## src/verilog/boxcar_pkg.sv

```systemverilog
`default_nettype none

package boxcar_pkg;

    localparam int SAMPLE_W = 12;
    localparam int WIN_N    = 16;
    localparam int WIN_AW   = 4;
    localparam int SUM_W    = SAMPLE_W + WIN_AW;  // worst case fits without overflow
    localparam int WORD_W   = 32;
    localparam int APB_AW   = 8;

    typedef logic signed [SAMPLE_W-1:0] sample_t;
    typedef logic signed [SUM_W-1:0]    sum_t;
    typedef logic [WIN_AW-1:0]          win_addr_t;
    typedef logic [WORD_W-1:0]          word_t;
    typedef logic [APB_AW-1:0]          apb_addr_t;

    // register map
    localparam apb_addr_t REG_CTRL  = 8'h00;
    localparam apb_addr_t REG_COUNT = 8'h04;
    localparam apb_addr_t REG_SUM   = 8'h08;
    localparam apb_addr_t REG_WIN   = 8'h0C;

    localparam int CTRL_EN_BIT  = 0;
    localparam int CTRL_CLR_BIT = 1;  // write-only, self-clearing

    typedef struct packed {
        logic      psel;
        logic      penable;
        logic      pwrite;
        apb_addr_t paddr;
        word_t     pwdata;
    } apb_req_t;

    typedef struct packed {
        word_t prdata;
        logic  pready;
        logic  pslverr;
    } apb_rsp_t;

endpackage

`default_nettype wire

```

## src/verilog/sdp_ram.sv

```systemverilog
`timescale 1ns/1ps
`default_nettype none

module sdp_ram #(
    parameter int width = 8,
    parameter int depth = 16
)(
    input  wire                       clk,
    input  wire                       resetn,

    // write port
    input  wire                       wen_i,
    input  wire [$clog2(depth)-1:0]   waddr_i,
    input  wire [width-1:0]           wdata_i,

    // read port, one cycle latency
    input  wire                       ren_i,
    input  wire [$clog2(depth)-1:0]   raddr_i,
    output logic [width-1:0]          rdata_o
);

    logic [width-1:0] mem [depth];
    logic [width-1:0] rdata_q;

    always_ff @(posedge clk)
    begin
        if (wen_i)
        begin
            mem[waddr_i] <= wdata_i;
        end
    end

    // read-during-write returns the old contents
    always_ff @(posedge clk or negedge resetn)
    begin
        if (!resetn)
        begin
            rdata_q <= '0;
        end
        else if (ren_i)
        begin
            rdata_q <= mem[raddr_i];
        end
    end

    assign rdata_o = rdata_q;

endmodule

`default_nettype wire

```

## src/verilog/ram_shift_reg.sv

```systemverilog
`timescale 1ns/1ps
`default_nettype none

module ram_shift_reg #(
    parameter int data_width = 8,
    parameter int depth      = 16  // power of two
)(
    input  wire                     clk,
    input  wire                     resetn,

    input  wire                     advance_i,
    input  wire [data_width-1:0]    shift_in_i,
    output logic [data_width-1:0]   shift_out_o
);

    localparam int aw = $clog2(depth);

    logic [aw-1:0] waddr_q;
    logic [aw-1:0] raddr_q;

    // write pointer sits one slot behind the read pointer, so each read
    // picks up the oldest entry still in the ring
    always_ff @(posedge clk or negedge resetn)
    begin
        if (!resetn)
        begin
            waddr_q <= aw'(depth - 1);
        end
        else if (advance_i)
        begin
            waddr_q <= (waddr_q == aw'(depth - 1)) ? '0 : waddr_q + 1'b1;
        end
    end

    always_ff @(posedge clk or negedge resetn)
    begin
        if (!resetn)
        begin
            raddr_q <= '0;
        end
        else if (advance_i)
        begin
            raddr_q <= (raddr_q == aw'(depth - 1)) ? '0 : raddr_q + 1'b1;
        end
    end

    sdp_ram #(
        .width (data_width),
        .depth (depth)
    ) u_ram (
        .clk     (clk),
        .resetn  (resetn),
        .wen_i   (advance_i),
        .waddr_i (waddr_q),
        .wdata_i (shift_in_i),
        .ren_i   (advance_i),    // read register holds between advances
        .raddr_i (raddr_q),
        .rdata_o (shift_out_o)
    );

endmodule

`default_nettype wire

```

## src/verilog/moving_sum.sv

```systemverilog
`timescale 1ns/1ps
`default_nettype none

module moving_sum
    import boxcar_pkg::*;
(
    input  wire           clk,
    input  wire           resetn,

    input  wire           enable_i,
    input  wire           clear_i,

    input  wire sample_t  sample_i,
    input  wire           valid_i,

    // delay line side
    output logic          advance_o,
    output sample_t       sample_o,
    input  wire sample_t  delayed_i,

    output sum_t          sum_o,
    output logic          sum_valid_o
);

    logic      accept;
    win_addr_t fill_cnt;
    logic      full;        // window holds WIN_N samples
    sample_t   delayed_m;
    sum_t      acc_q;
    logic      valid_q;

    assign accept    = valid_i & enable_i & ~clear_i;  // clear wins over a sample
    assign advance_o = accept;
    assign sample_o  = sample_i;

    // RAM contents are stale until the window has refilled
    assign delayed_m = full ? delayed_i : '0;

    always_ff @(posedge clk or negedge resetn)
    begin
        if (!resetn)
        begin
            fill_cnt <= '0;
            full     <= 1'b0;
        end
        else if (clear_i)
        begin
            fill_cnt <= '0;
            full     <= 1'b0;
        end
        else if (accept && !full)
        begin
            fill_cnt <= fill_cnt + 1'b1;
            if (fill_cnt == win_addr_t'(WIN_N - 1))
            begin
                full <= 1'b1;  // saturates here
            end
        end
    end

    always_ff @(posedge clk or negedge resetn)
    begin
        if (!resetn)
        begin
            acc_q   <= '0;
            valid_q <= 1'b0;
        end
        else
        begin
            valid_q <= accept;
            if (clear_i)
            begin
                acc_q <= '0;
            end
            else if (accept)
            begin
                acc_q <= acc_q + sum_t'(sample_i) - sum_t'(delayed_m);
            end
        end
    end

    assign sum_o       = acc_q;
    assign sum_valid_o = valid_q;

endmodule

`default_nettype wire

```

## src/verilog/apb_ctrl_regs.sv

```systemverilog
`timescale 1ns/1ps
`default_nettype none

module apb_ctrl_regs
    import boxcar_pkg::*;
(
    input  wire            clk,
    input  wire            resetn,

    input  wire apb_req_t  apb_req_i,
    output apb_rsp_t       apb_rsp_o,

    output logic           enable_o,
    output logic           clear_o,

    input  wire sum_t      sum_i,
    input  wire            sum_valid_i
);

    logic  access;
    logic  addr_hit;
    logic  ctrl_wr;
    logic  bad_access;
    logic  enable_q;
    logic  clear_q;
    word_t count_q;
    sum_t  sum_q;
    word_t rdata;

    assign access   = apb_req_i.psel & apb_req_i.penable;
    assign addr_hit = apb_req_i.paddr inside {REG_CTRL, REG_COUNT, REG_SUM, REG_WIN};
    assign ctrl_wr  = access & apb_req_i.pwrite & (apb_req_i.paddr == REG_CTRL);

    // unmapped offsets and writes to status registers
    assign bad_access = access & (~addr_hit |
                        (apb_req_i.pwrite & (apb_req_i.paddr != REG_CTRL)));

    always_ff @(posedge clk or negedge resetn)
    begin
        if (!resetn)
        begin
            enable_q <= 1'b0;
            clear_q  <= 1'b0;
        end
        else
        begin
            clear_q <= ctrl_wr & apb_req_i.pwdata[CTRL_CLR_BIT];  // one cycle only
            if (ctrl_wr)
            begin
                enable_q <= apb_req_i.pwdata[CTRL_EN_BIT];
            end
        end
    end

    always_ff @(posedge clk or negedge resetn)
    begin
        if (!resetn)
        begin
            count_q <= '0;
            sum_q   <= '0;
        end
        else if (clear_q)
        begin
            count_q <= '0;
            sum_q   <= '0;
        end
        else if (sum_valid_i)
        begin
            count_q <= count_q + 1'b1;
            sum_q   <= sum_i;
        end
    end

    always_comb
    begin
        case (apb_req_i.paddr)
            REG_CTRL:  rdata = word_t'(enable_q);  // clear bit reads as zero
            REG_COUNT: rdata = count_q;
            REG_SUM:   rdata = {{(WORD_W - SUM_W){sum_q[SUM_W-1]}}, sum_q};
            REG_WIN:   rdata = word_t'(WIN_N);
            default:   rdata = '0;
        endcase
    end

    always_comb
    begin
        apb_rsp_o.prdata  = rdata;
        apb_rsp_o.pready  = 1'b1;  // no wait states
        apb_rsp_o.pslverr = bad_access;
    end

    assign enable_o = enable_q;
    assign clear_o  = clear_q;

endmodule

`default_nettype wire

```

## src/verilog/boxcar_top.sv

```systemverilog
`timescale 1ns/1ps
`default_nettype none

module boxcar_top
    import boxcar_pkg::*;
(
    input  wire            clk,
    input  wire            resetn,

    input  wire apb_req_t  apb_req_i,
    output apb_rsp_t       apb_rsp_o,

    input  wire sample_t   sample_i,
    input  wire            valid_i,

    output sum_t           sum_o,
    output logic           sum_valid_o
);

    logic    enable;
    logic    clear;
    logic    advance;
    sample_t dl_in;
    sample_t dl_out;

    apb_ctrl_regs u_regs (
        .clk         (clk),
        .resetn      (resetn),
        .apb_req_i   (apb_req_i),
        .apb_rsp_o   (apb_rsp_o),
        .enable_o    (enable),
        .clear_o     (clear),
        .sum_i       (sum_o),
        .sum_valid_i (sum_valid_o)
    );

    moving_sum u_sum (
        .clk         (clk),
        .resetn      (resetn),
        .enable_i    (enable),
        .clear_i     (clear),
        .sample_i    (sample_i),
        .valid_i     (valid_i),
        .advance_o   (advance),
        .sample_o    (dl_in),
        .delayed_i   (dl_out),
        .sum_o       (sum_o),
        .sum_valid_o (sum_valid_o)
    );

    // window delay line, WIN_N samples deep
    ram_shift_reg #(
        .data_width (SAMPLE_W),
        .depth      (WIN_N)
    ) u_delay (
        .clk         (clk),
        .resetn      (resetn),
        .advance_i   (advance),
        .shift_in_i  (dl_in),
        .shift_out_o (dl_out)
    );

endmodule

`default_nettype wire

```

## config.mk

```make
export PLATFORM = sky130hd
export DESIGN_NAME = boxcar_top
export DESIGN_NICKNAME = d
export VERILOG_FILES = /design/src/verilog/boxcar_pkg.sv /design/src/verilog/sdp_ram.sv /design/src/verilog/ram_shift_reg.sv /design/src/verilog/moving_sum.sv /design/src/verilog/apb_ctrl_regs.sv /design/src/verilog/boxcar_top.sv
export SDC_FILE = /design/constraint.sdc
export NUM_CORES = 1
export LEC_CHECK = 0
export ABC_CLOCK_PERIOD_IN_PS = 2800
export BUFFER_PORTS_ARGS = -buffer_cell sky130_fd_sc_hd__buf_2
export CAP_MARGIN = 20
export CORE_UTILIZATION = 54
export CTS_BUF_LIST = sky130_fd_sc_hd__clkbuf_16
export CTS_CLUSTER_DIAMETER = 100
export DETAILED_ROUTE_END_ITERATION = 7
export PLACE_DENSITY = 0.76
export SLEW_MARGIN = 40
export SYNTH_ARGS = -nofsm -noshare
export SYNTH_HDL_FRONTEND = slang
export SYNTH_SLANG_ARGS = --single-unit
```

## constraint.sdc

```tcl
create_clock -name clk -period 2.8 [get_ports clk]
set_input_delay 0.14 -clock clk [delete_from_list [all_inputs] [get_ports clk]]
set_output_delay 0.14 -clock clk [all_outputs]
set_load 0.005 [all_outputs]
```

==> Yosys cells after proc, flatten, opt, wreduce, memory -nomap -nowiden <==
Memory sizes are Yosys's and may differ from the RTL's. A register that Yosys moved wholly into a read port is not among the register bits.
Index checks and enable logic that the tools add are counted.
{ "totals": {"wordCells": 62, "mem_bits_rw": 192, "latch_bits": 0, "reg_bits": 80, "rom_bits": 0, "inputBits": 58, "out_inout_bits": 51, "mem_count": 1} }
{ "op_classes": {"bitwise_logic": 11, "reduce_logical": 11, "shift": 0, "add_sub_neg": 6, "div_mod_pow": 0, "order_cmp": 0, "muxes": 17, "eq_ne": 6, "n_mul": 0} }
{ "memory_table": {"columns": ["name", "depth", "width", "read_ports", "rd_clocked_by_memory_dff", "write_ports", "line", "rtl"], "rows": [
  ["u_delay.u_ram.mem", 16, 12, 1, 1, 1, "sdp_ram.sv:22", "logic [width-1:0] mem [depth];"]
]} }
{ "ops": {"columns": ["op", "n"], "rows": [
  ["$pmux W32 S4", 1],
  ["$mux W16", 4],
  ["$mux W32", 2],
  ["$add A32 B1 Y32 const B", 1],
  ["$add A16 B12 Y16", 1],
  ["$eq A8 B4 Y1 const B", 2],
  ["$mux W4", 4],
  ["$sub A16 B12 Y16", 1],
  ["$add A4 B1 Y4 const B", 3],
  ["$eq A4 B4 Y1 const B", 3],
  ["$mux W12", 1],
  ["$and A1 B1 Y1", 8],
  ["$eq A8 B3 Y1 const B", 1],
  ["$logic_not A8 Y1", 1],
  ["$reduce_bool A2 Y1", 4],
  ["$reduce_bool A8 Y1", 1],
  ["$mux W1", 5],
  ["$reduce_bool A4 Y1", 1],
  ["$logic_not A1 Y1", 2],
  ["$not A1 Y1", 2],
  ["$reduce_and A2 Y1", 1],
  ["$logic_and A1 B1 Y1", 1],
  ["$or A1 B1 Y1", 1]
]} }

==> Longest topological paths before layout <==
Gate-level depths: netlist (run 1).
{ "logic_depth": {"ltp_word": 5, "depth_mapped": 14, "ltp_nobuf": 13} }

==> Hierarchy <==
A second synthesis (run 1) with hierarchy kept.
{ "unflattened": {"cells_unflattened": 931, "area_unflattened_um2": 13392.8} }
{ "by_module_without_submodules": {"columns": ["module", "cells_each", "area_per_inst_um2", "seq_area_each_um2", "n_inst"], "rows": [
  ["sdp_ram", 344, 7923.8, 6065.8, 1],
  ["apb_ctrl_regs", 289, 2824.0, 1251.2, 1],
  ["moving_sum", 263, 2268.4, 550.5, 1],
  ["ram_shift_reg", 35, 376.6, 205.2, 1]
]} }

==> Worst setup path after synthesis (run 1) <==
No wires, ideal clock.
{ "synth_timing": {"path_kind": "reg2reg", "startpoint": "reg u_sum.full", "endpoint": "reg u_sum.acc_q[14] (netlist: u_sum.sum_o[14])", "t_arrival_ns": 2.756, "path_buffers": 1, "setup_slack_ns": -0.091, "synth_period_minus_slack_ns": 2.891, "stages_incl_launch_ff": 13, "cell_sequence": "dfrtp_1 -> clkbuf_1 -> and2_1 -> fa_1 -> inv_1 -> ha_1 -> a21oi_1 -> o21ai_0 -> a21o_1 -> a211o_1 -> a31oi_1 -> xor2_1 -> o21ai_0"} }
{ "synth_via": {"elab_chain_cells": 4} }
{ "synth_rtl": {"columns": ["element", "line", "rtl"], "rows": [
  ["from (decl)", "moving_sum.sv:27", "logic full;"],
  ["from (signal assigned)", "moving_sum.sv:44", "full <= 1'b0;"],
  ["from (signal assigned)", "moving_sum.sv:49", "full <= 1'b0;"],
  ["from (signal assigned)", "moving_sum.sv:56", "full <= 1'b1;"],
  ["$mux W12", "moving_sum.sv:37", "assign delayed_m = full ? delayed_i : '0;"],
  ["$sub A16 B12 Y16", "moving_sum.sv:77", "acc_q <= acc_q + sum_t'(sample_i) - sum_t'(delayed_m);"],
  ["$mux W16", "moving_sum.sv:75", "else if (accept)"],
  ["$mux W16", "moving_sum.sv:71", "if (clear_i)"],
  ["to (signal assigned)", "moving_sum.sv:77", null],
  ["to (decl)", "moving_sum.sv:29", "sum_t acc_q;"]
]} }
Every way passes these cells. The select of a mux whose other input is x is not followed.
A chain may end at the register's enable or synchronous reset.

==> Worst setup path after layout (run 1) <==
{ "layout_timing": {"startpoint": "reg u_sum.full", "endpoint": "reg u_sum.acc_q[15] (netlist: u_sum.sum_o[15])"} }
The elaborated chain is that of the path after synthesis.

==> metrics, run 1 <==
status finished with violations; violated checks setup timing; synth top area cells edfxtp_1 (45%), dfrtp_1 (17%), mux4_2 (6.3%); Worst Path Required 3270 ps; warnings from Yosys 0; final setup vio count 3; top post-synthesis cells by count edfxtp_1 (192), dfrtp_1 (88), nor2_1 (87); fraction of layout instances using a drive strength above 1 27.0%; Fin. Hold Viols 0; Die Height 157 um; first-pass GRT wire length 46800 um; crit-path max FO 5; register area share after synthesis 62.4%; syn_area_per_cell 13.3 um^2; CTS tree done; Skew-Pair Late Insertion Delay 570 ps; vias in the first global route 8607; Total Wirelength 30300 um; CTS sink cnt 284; Placed Area 14300 um^2; PD cells 643 nW/um^2; final core occ 66.9%; # rows 56; leakage 6.35 nW; total gr overflow 0; Slew Viols, Final 0; hold path startpoint sample_i[10]; Min-Delay Endpoint u_delay.u_ram.mem[5][10]$_DFFE_PP_; largest net degree at the start of global routing 53; total CTS buffers 30; # placed instances 1410; # diodes 0; VDD IR-drop max 0.555 mV; Max-slew headroom 53.0%; Clock Pin Slew Worst Setup and Hold Paths 60 ps; via count 8567; fmax 345 MHz; placeable core region 23500 um^2; EDFF count, synth 192; Final Instance Area 15700 um^2; MaxCap Viol Count 0; min Tclk post-route 2900 ps; FF+latch count, synth 284; post-synth design cell area 12900 um^2; die area 24600 um^2; IO Port Bufs 77; Antenna Violating Nets Remaining 0; H-tree Lvls 1; setup tns final -153 ps; Final GP Congestion 0.862; drt drc 0; drt first pass iters 5; worst-case reg-to-reg path depth 12; Total Power 10.1 mW; startpoint class of the critical path flop; Hold Slack 39.6 ps; measured slew at the worst slew-check pin 703 ps; RSZ-0062 raised after global routing true; Seq. cell area 8080 um^2; GR Util All Layers 25.4%; CTS Root Cell clkbuf_16; post-synth top area share 44.5%; reg2reg end u_sum.sum_o[15]$_DFFE_PN0P_; clk_skew 30.6 ps; worst-case clock buffer depth 3; Syn Nets 1069; Most used DFF post-synth edfxtp_1; Die Wd 157 um; Nets 1237; Hold Path Class primary input to flop; DR vias/cell 5.78; Tcrit/Tclk final 104%; Routed WL per cell 20.4 um; worst setup margin -102 ps; Async S/R FF share, synth 32.4%; Yosys top cell by area edfxtp_1; area occupied by multi-input gates 4730 um^2; CP Capture Type flop; R2R Path Start u_sum.full$_DFFE_PN0P_; top-count cell post-synth edfxtp_1; fill cell count 1583; CP Class flop to flop; Initial Util 55.2%; Distinct cells, synth 51; hpwl dp 19500 um; DRT iter0 DRCs 793; flop2flop setup slack -100 ps; Area growth, synth to finish 21.3%; final cell count without fillers 1481; Worst EP arrival 3370 ps; initial antenna violation count 0; pre-CTS WS -181 ps; Cells after Synth 972; IO Pins 109; Hold Crit Depth 2
worst max-delay path: stages (launching register included):
cell and delay, ps:
dfrtp_2 450, buf_12 140, and2_4 130, fa_1 500, inv_2 50, ha_4 250
o21ai_2 160, nor2_1 100, o31ai_1 300, nand3_2 150, xnor2_2 170, or3_1 310
a21oi_1 120
report_power, final:
group / leakage, nW / total [mW] / internal [mW] / switching (mW)
Combinational: 2.88 / 1.61 / 0.797 / 0.817
Clock: 0.489 / 3.79 / 2.21 / 1.58
Sequential: 2.97 / 4.70 / 4.58 / 0.117
Total: 6.35 / 10.1 / 7.59 / 2.51
cells by family after synthesis:
family,count (synthesis),synth area share [%]
simple gates,255,9.07
flops,284,62.4
other cells,1,0.0290
compound gates,157,8.01
mux,80,9.67
fa+ha+maj,39,4.64
buf+inv,118,3.65
xor+xnor,38,2.57
metal layers:
layer	track usage, %	vias to the layer above	share of wire, %
li1	-	3883	-
met1	34.0	4251	41
met2	43.1	366	49
met3	3.35	67	7.0
met4	7.98	0	2.7
met5	0	-	0
how the worst max path moves through the flow:
stage / from / to / slack (ps) / cells after the start
after CTS: u_sum.full$_DFFE_PN0P_ / u_sum.sum_o[14]$_DFFE_PN0P_ / -20 / 11
after global routing: u_sum.full$_DFFE_PN0P_ / u_sum.sum_o[15]$_DFFE_PN0P_ / -160 / 12
after global placement: u_sum.full$_DFFE_PN0P_ / u_sum.sum_o[15]$_DFFE_PN0P_ / -110 / 11
after floorplan: u_sum.full$_DFFE_PN0P_ / u_sum.sum_o[14]$_DFFE_PN0P_ / 4 / 12
after detailed placement: u_sum.full$_DFFE_PN0P_ / u_sum.sum_o[15]$_DFFE_PN0P_ / -180 / 11
final: u_sum.full$_DFFE_PN0P_ / u_sum.sum_o[15]$_DFFE_PN0P_ / -100 / 12
cell type report:
type                            count  area share [%]
Multi-Input combinational cell    570            30.1
Clock buffer                       30            4.78
Sequential cell                   284            51.5
Tap cell                          319            2.54
Inverter                           69            1.65
Clock inverter                     24            1.30
Timing Repair Buffer              185            8.12
repair_timing:
action	in CTS	in global routing
endpoints found under the hold margin	71	0
resized for setup	35	27
endpoints found under the setup margin	10	10
setup buffers	4	2
pin swaps	20	12
hold buffers	11	0
registers in the layout, summed over array words and instances (netlist names):
register	count
u_delay.u_ram.mem	192
u_regs.sum_q	16
u_delay.raddr_q	4
u_regs.clear_o	1
u_delay.u_ram.rdata_o	12
u_sum.sum_o	16
u_regs.count_q	32
u_sum.sum_valid_o	1
u_regs.enable_o	1
u_sum.full	1
u_delay.waddr_q	4
u_sum.fill_cnt	4
layout by cell type (no fill, tap or decap), types with 13 or more instances in the layout:
master,n
mux4_2,36
o221ai_1,24
xor2_1,23
buf_4,92
edfxtp_1,192
fa_1,14
mux2i_1,43
dfrtp_1,85
and2_1,13
o21ai_0,41
a22o_1,13
inv_1,72
a21oi_1,22
a21o_1,20
clkbuf_16,30
nor2_1,85
nand2_1,77
buf_2,76
xnor2_1,14
nand3_1,16
No activity file was read; power rests on OpenSTA's default activity.
==> run 2: changes to the inputs <==
--- a/config.mk
+++ b/config.mk
@@ -16,4 +16,5 @@
 export SLEW_MARGIN = 40
 export SYNTH_ARGS = -nofsm -noshare
 export SYNTH_HDL_FRONTEND = slang
+export SYNTH_HIERARCHICAL = 1
 export SYNTH_SLANG_ARGS = --single-unit
==> metrics, run 2 <==
status completed (was finished with violations); Area growth, synth to finish 15.6% (was 21.3%); Max-slew headroom 52.9% (was 53.0%); post-synth design cell area 13400 um^2 (was 12900 um^2); IO Pins 109 (unchanged); leakage 6.31 nW (was 6.35 nW); Async S/R FF share, synth 32.4% (unchanged); worst-case reg-to-reg path depth 13 (was 12); max reg flops 192 (unchanged); CP Class flop to flop (unchanged); R2R Path Start u_sum/full$_DFFE_PN0P_ (was u_sum.full$_DFFE_PN0P_); Fin. Hold Viols 0 (unchanged); initial antenna violation count 1 (was 0); Clk pwr share 33.8% (was 37.5%); syn_area_per_cell 14.4 um^2 (was 13.3 um^2); EDFF count, synth 192 (unchanged); # placed instances 1330 (was 1410); start point of the critical path u_sum/full$_DFFE_PN0P_ (was u_sum.full$_DFFE_PN0P_); Distinct cells, synth 73 (was 51); fraction of layout instances using a drive strength above 1 27.1% (was 27.0%); fmax 367 MHz (was 345 MHz); H-tree Lvls 1 (unchanged); setup tns final 0 ps (was -153 ps); # rows 57 (was 56); Syn Nets 1025 (was 1069); MaxCap Viol Count 0 (unchanged); CP Cell Sequence buf_6, and2_4, fa_1, inv_2, ha_4, buf_6, o211ai_1, o21ai_2, buf_6, nand3_2, o211ai_1, xnor2_1, o21ai_1 (was buf_12, and2_4, fa_1, inv_2, ha_4, o21ai_2, nor2_1, o31ai_1, nand3_2, xnor2_2, or3_1, a21oi_1); final cell count without fillers 1403 (was 1481); CTS sink cnt 284 (unchanged); synth top area cells edfxtp_1 (43%), dfrtp_1 (16%), mux4_2 (6.2%) (was edfxtp_1 (45%), dfrtp_1 (17%), mux4_2 (6.3%)); max incr delay on CP 520 ps (was 500 ps); Nets 1149 (was 1237); crit path max-delay cell type fa_1 (unchanged); reg2reg end u_sum/sum_o[13]$_DFFE_PN0P_ (was u_sum.sum_o[15]$_DFFE_PN0P_); CTS tree done (unchanged); Yosys top cell by area edfxtp_1 (unchanged); Total Power 10.5 mW (was 10.1 mW); Psw 2.89 mW (was 2.51 mW); area occupied by multi-input gates 4830 um^2 (was 4730 um^2); placeable core region 24300 um^2 (was 23500 um^2); CP Capture Type flop (unchanged); register area share after synthesis 60.3% (was 62.4%); final setup vio count 0 (was 3); Worst EP arrival 3170 ps (was 3370 ps); DR vias/cell 5.87 (was 5.78); vias in the first global route 8228 (was 8607); Clock Pin Slew Worst Setup and Hold Paths 60 ps (about the same); Slew Viols, Final 0 (unchanged); warnings from Yosys 6 (was 0); crit path capture u_sum/sum_o[13]$_DFFE_PN0P_ (was u_sum.sum_o[15]$_DFFE_PN0P_); Hold Slack 35.7 ps (was 39.6 ps); Cells after Synth 931 (was 972); top post-synthesis cells by count edfxtp_1 (192), dfrtp_1 (88), nor2_1 (68) (was edfxtp_1 (192), dfrtp_1 (88), nor2_1 (87)); total gr overflow 0 (unchanged); Logic pwr share 21.5% (was 16.0%); hpwl dp 18500 um (was 19500 um); Routed WL per cell 20.6 um (was 20.4 um); commonest cells after routing, fill and taps aside edfxtp_1 (192), dfrtp_1 (84), buf_2 (76), inv_1 (72), nor2_1 (68) (was edfxtp_1 (192), buf_4 (92), nor2_1 (85), dfrtp_1 (85), nand2_1 (77)); via count 8241 (was 8567); clk_skew 9.55 ps (was 30.6 ps); Die Height 159 um (was 157 um); min Tclk post-route 2720 ps (was 2900 ps); VDD IR-drop max 0.712 mV (was 0.555 mV); CTS Root Cell clkbuf_16 (unchanged); Most Frequent Cell on Critical Path buf_6; most common library cell in the layout ignoring fill and taps edfxtp_1 (unchanged); Sequential Power Share 44.8% (was 46.5%); first-pass GRT wire length 45200 um (was 46800 um); Initial Util 55.1% (was 55.2%); crit-path max FO 5 (unchanged); Seq. cell area 8080 um^2 (about the same); Worst Path Required 3240 ps (was 3270 ps); measured slew at the worst slew-check pin 707 ps (was 703 ps); internal power 7.65 mW (was 7.59 mW); Sw Ratio 27.5% (was 24.9%); IO Port Bufs 77 (unchanged); flop2flop setup slack 80 ps (was -100 ps); PD cells 681 nW/um^2 (was 643 nW/um^2); post-synth top area share 43.0% (was 44.5%); Total Wirelength 28900 um (was 30300 um); top-count cell post-synth edfxtp_1 (unchanged); Die Wd 159 um (was 157 um); startpoint class of the critical path flop (unchanged); Top reg by flops u_delay/u_ram/mem (was u_delay.u_ram.mem); fill cell count 1744 (was 1583); DRT iter0 DRCs 617 (was 793); Most used DFF post-synth edfxtp_1 (unchanged); drt first pass iters 5 (unchanged); pre-CTS WS -3.56 ps (was -181 ps); Tcrit/Tclk final 97.3% (was 104%); Final GP Congestion 0.824 (was 0.862); Top Registers u_delay/u_ram/mem: 192 flops, u_regs/count_q: 32 flops (was u_delay.u_ram.mem: 192 flops, u_regs.count_q: 32 flops); Antenna Violating Nets Remaining 0 (unchanged); Skew-Pair Late Insertion Delay 560 ps (was 570 ps); worst-case clock buffer depth 3 (unchanged); drt drc 0 (unchanged); worst setup margin 76.1 ps (was -102 ps); largest net degree at the start of global routing 87 (was 53); total CTS buffers 29 (was 30); Hold Path Class primary input to flop (unchanged); FF+latch count, synth 284 (unchanged); die area 25400 um^2 (was 24600 um^2); GR Util All Layers 23.0% (was 25.4%)
-- run 2: final cells by class --
type | instances | share of cell area [%]
clock buffers | 29 | 4.69
diodes | 1 | 0.0162
inverters | 67 | 1.62
multi-input cells | 522 | 31.2
repair buffers | 151 | 6.71
flip-flops and latches | 284 | 52.2
well taps | 324 | 2.62
clock inverters | 25 | 1.01
-- run 2: timing repair --
| item | in CTS | in global routing |
|---|---|---|
| setup endpoints to repair | 1 | 9 |
| hold buffers | 13 | 0 |
| cloned | 0 | 1 |
| hold endpoints to repair | 196 | 0 |
| gates resized for setup | 2 | 30 |
| setup buffers | 1 | 3 |
| pin swaps | 3 | 26 |
-- run 2: how the worst min path moves through the flow --
| stage | startpoint | endpoint | slack (ps) | cells after the start |
|---|---|---|---|---|
| 2_1_floorplan | resetn | u_delay/raddr_q[0]$_DFFE_PN0P_ | -160 | 0 |
| 3_3_place_gp | apb_req_i[1] | u_regs/clear_o$_DFF_PN0_ | 360 | 3 |
| 3_5_place_dp | resetn | u_regs/count_q[31]$_DFFE_PN0P_ | 260 | 1 |
| 4_1_cts | sample_i[7] | u_delay/u_ram/mem[9][7]$_DFFE_PP_ | 10 | 2 |
| 5_1_grt | sample_i[4] | u_delay/u_ram/mem[5][4]$_DFFE_PP_ | 30 | 2 |
| 6_report | sample_i[7] | u_delay/u_ram/mem[9][7]$_DFFE_PP_ | 40 | 2 |
-- run 2: power groups by stage --
stage               Combinational [mW]  Clock, mW  Sequential, mW
floorplan                         1.45          0            4.75
global placement                  1.90          0            4.80
detailed placement                1.94          0            4.80
CTS                               2.00       3.61            4.72
global route                      2.48       3.77            4.74
finish                            2.26       3.56            4.72
-- run 2: through the flow --
stage	util, %	area (um^2)
after CTS	62.9	15300
final	63.7	15500
after global placement	58.6	14300
after global routing	63.7	15500
after detailed placement	58.7	14300
after floorplan	-	13400
-- run 2: routing by layer --
layer | wire (um) | track usage (%) | vias to the layer above
met5 | 0 | 0 | -
met4 | 646 | 6.99 | 0
met3 | 1500 | 3.46 | 48
met2 | 14700 | 39.8 | 274
met1 | 12100 | 30.1 | 4176
li1 | - | - | 3743
-- run 2: cells by family (layout without fill, tap and decap cells) --
| kind of cell | Yosys count | in the layout | share of synthesized area, % |
|---|---|---|---|
| flip-flops | 284 | 284 | 60.3 |
| AND/OR/NAND/NOR | 209 | 209 | 8.23 |
| AO/OA/AOI/OAI | 161 | 161 | 9.18 |
| buffers and inverters | 125 | 272 | 4.95 |
| multiplexers | 83 | 83 | 11.0 |
| adder cells (fa/ha/maj) | 36 | 36 | 4.20 |
| XOR/XNOR | 32 | 32 | 2.09 |
| other | 1 | 2 | 0.0280 |
-- run 2: critical path, delay by kind of cell, from the launching register on --
kind	cells	cell delay, ps
adder cells (fa/ha/maj)	2	680
AO/OA/AOI/OAI	4	620
buffers and inverters	4	470
flip-flops	1	440
XOR/XNOR	1	200
AND/OR/NAND/NOR	2	190
==> run 3: changes to the inputs <==
--- a/config.mk
+++ b/config.mk
@@ -5,14 +5,14 @@
 export SDC_FILE = /design/constraint.sdc
 export NUM_CORES = 1
 export LEC_CHECK = 0
-export ABC_CLOCK_PERIOD_IN_PS = 2800
+export ABC_CLOCK_PERIOD_IN_PS = 2700
 export BUFFER_PORTS_ARGS = -buffer_cell sky130_fd_sc_hd__buf_2
 export CAP_MARGIN = 20
-export CORE_UTILIZATION = 54
+export CORE_UTILIZATION = 60
 export CTS_BUF_LIST = sky130_fd_sc_hd__clkbuf_16
 export CTS_CLUSTER_DIAMETER = 100
 export DETAILED_ROUTE_END_ITERATION = 7
-export PLACE_DENSITY = 0.76
+export PLACE_DENSITY = 0.8
 export SLEW_MARGIN = 40
 export SYNTH_ARGS = -nofsm -noshare
 export SYNTH_HDL_FRONTEND = slang
==> constraint.sdc (replaced) <==
create_clock -name clk -period 2.7 [get_ports clk]
set_input_delay 0.135 -clock clk [delete_from_list [all_inputs] [get_ports clk]]
set_output_delay 0.135 -clock clk [all_outputs]
set_load 0.005 [all_outputs]
==> metrics, run 3 (synthesis gave the netlist of run 2 again) <==
status finished with violations (was completed); violated checks setup timing; DRT iter0 DRCs 575 (was 617); MaxCap Viol Count 0 (unchanged); Slew Viols, Final 0 (unchanged); min Tclk post-route 2750 ps (was 2720 ps); CP Class flop to flop (unchanged); Routed WL per cell 22.2 um (was 20.6 um); commonest cells after routing, fill and taps aside edfxtp_1 (192), dfrtp_1 (84), buf_2 (76), inv_1 (74), buf_4 (70) (was edfxtp_1 (192), dfrtp_1 (84), buf_2 (76), inv_1 (72), nor2_1 (68)); total gr overflow 0 (unchanged); internal power 7.92 mW (was 7.65 mW); VDD IR-drop max 0.577 mV (was 0.712 mV); final setup vio count 2 (was 0); Seq. cell area 8080 um^2 (unchanged); # diodes 0 (was 1); Final GP Congestion 0.905 (was 0.824); clk_skew 20.4 ps (was 9.55 ps); flop2flop setup slack -50 ps (was 80 ps); area occupied by multi-input gates 4870 um^2 (was 4830 um^2); vias in the first global route 8213 (was 8228); Top Registers u_delay/u_ram/mem: 192 flops, u_regs/count_q: 32 flops (unchanged); total CTS buffers 28 (was 29); Total Wirelength 30300 um (was 28900 um); Skew-Pair Late Insertion Delay 560 ps (about the same); Initial Util 61.4% (was 55.1%); Hold Path Class primary input to flop (unchanged); CP Capture Type flop (unchanged); worst setup margin -46.6 ps (was 76.1 ps); setup tns final -57.5 ps (was 0 ps); Worst Path Required 3130 ps (was 3240 ps); Total Power 11.0 mW (was 10.5 mW); fmax 364 MHz (was 367 MHz); drt first pass iters 6 (was 5); Die Wd 151 um (was 159 um); largest net degree at the start of global routing 41 (was 87); Tcrit/Tclk final 102% (was 97.3%); Hold Slack 30.0 ps (was 35.7 ps); CTS sink cnt 284 (unchanged); most common library cell in the layout ignoring fill and taps edfxtp_1 (unchanged); die area 22900 um^2 (was 25400 um^2); Logic pwr share 23.4% (was 21.5%); crit-path max FO 7 (was 5); CTS Root Cell clkbuf_16 (unchanged); worst-case clock buffer depth 3 (unchanged); Antenna Violating Nets Remaining 0 (unchanged); measured slew at the worst slew-check pin 886 ps (was 707 ps); startpoint class of the critical path flop (unchanged); Sequential Power Share 44.5% (was 44.8%); # rows 54 (was 57); Area growth, synth to finish 15.7% (was 15.6%); first-pass GRT wire length 44900 um (was 45200 um); max reg flops 192 (unchanged); Psw 3.06 mW (was 2.89 mW); placeable core region 21800 um^2 (was 24300 um^2); initial antenna violation count 0 (was 1); hpwl dp 19400 um (was 18500 um); Top reg by flops u_delay/u_ram/mem (unchanged); PD cells 708 nW/um^2 (was 681 nW/um^2); H-tree Lvls 1 (unchanged); CTS tree done (unchanged); Die Height 151 um (was 159 um); drt drc 0 (unchanged); Clk pwr share 32.2% (was 33.8%); IO Port Bufs 77 (unchanged); Worst EP arrival 3180 ps (was 3170 ps); GR Util All Layers 26.4% (was 23.0%); RSZ-0062 raised after global routing true; Nets 1158 (was 1149); fraction of layout instances using a drive strength above 1 28.5% (was 27.1%); DR vias/cell 6.13 (was 5.87); Clock Pin Slew Worst Setup and Hold Paths 60 ps (about the same); Fin. Hold Viols 0 (unchanged); via count 8377 (was 8241); pre-CTS WS -107 ps (was -3.56 ps); IO Pins 109 (unchanged); fill cell count 1390 (was 1744); Max-slew headroom 41.0% (was 52.9%); leakage 6.37 nW (was 6.31 nW); Sw Ratio 27.8% (was 27.5%)
[run 3: changes by cell type in the layout (fill, tap and decap cells not counted), sizes merged]
cell and delta:
diode -1, buf +16, dlygate4sd3 -5, clkinvlp -1, clkbuf -1, inv +3, clkinv -3, bufinv -1
[run 3: worst max-delay path, cell delays in order, from the launching register on]
cell and delay (ps):
dfrtp_2 450, buf_6 150, and2_4 130, fa_1 520, inv_2 50, ha_4 210, a21o_4 200, a31o_4 230
a31o_1 180, a311oi_2 270, xor2_1 170, o21ai_1 80
[run 3: metal layers]
metal  share of wire (%)  wire length, um  up-vias  global-route usage, %
met5                   0                0        -                      0
met4                 2.7              815        0                   8.10
met3                 7.2             2170       61                   4.19
met2                  52            15700      338                   46.1
met1                  38            11700     4223                   33.7
li1                    -                -     3755                      -
[run 3: worst paths after layout]
path,to,startpoint,depth (start not counted)
max reg2reg,u_sum/sum_o[14]$_DFFE_PN0P_,u_sum/full$_DFFE_PN0P_,11
max in group asynchronous,u_delay/waddr_q[1]$_DFFE_PN1P_,resetn,3
max,u_sum/sum_o[14]$_DFFE_PN0P_,u_sum/full$_DFFE_PN0P_,11
min reg2reg,u_regs/sum_q[15]$_DFFE_PN0P_,u_regs/sum_q[15]$_DFFE_PN0P_,2
min in group asynchronous,u_regs/count_q[21]$_DFFE_PN0P_,resetn,2
min,u_delay/u_ram/mem[11][7]$_DFFE_PP_,sample_i[7],2
[run 3: what timing repair did]
| item | 4_1_cts | 5_1_grt |
|---|---|---|
| buffers inserted | 0 | 1 |
| endpoints found under the setup margin | 7 | 9 |
| endpoints found under the hold margin | 93 | 0 |
| hold buffers | 8 | 0 |
| resized for setup | 13 | 23 |
| pin swaps | 10 | 10 |
[run 3: final cells by class]
cell class / instances / area share [%]
tap: 280 / 2.26
timing repair buffer: 161 / 7.10
clock inverter: 23 / 0.783
multi-input combinational: 522 / 31.4
sequential: 284 / 52.1
clock buffer: 29 / 4.68
inverter: 67 / 1.62
[run 3: power groups by stage]
stage	logic, mW	registers [mW]	clock network, mW
6_report	2.56	4.88	3.53
5_1_grt	2.78	4.90	3.75
4_1_cts	2.27	4.88	3.59
3_5_place_dp	2.17	4.97	0
3_3_place_gp	2.11	4.96	0
2_1_floorplan	1.52	4.92	0
[run 3: stage by stage]
step / cells / area, um^2 / utilization, %
after floorplan: 931 / 13400 / -
final: 1366 / 15500 / 71.0
after global placement: 1305 / 14400 / 65.9
after detailed placement: 1305 / 14400 / 65.9
after CTS: 1365 / 15300 / 70.3
after global routing: 1366 / 15500 / 71.0
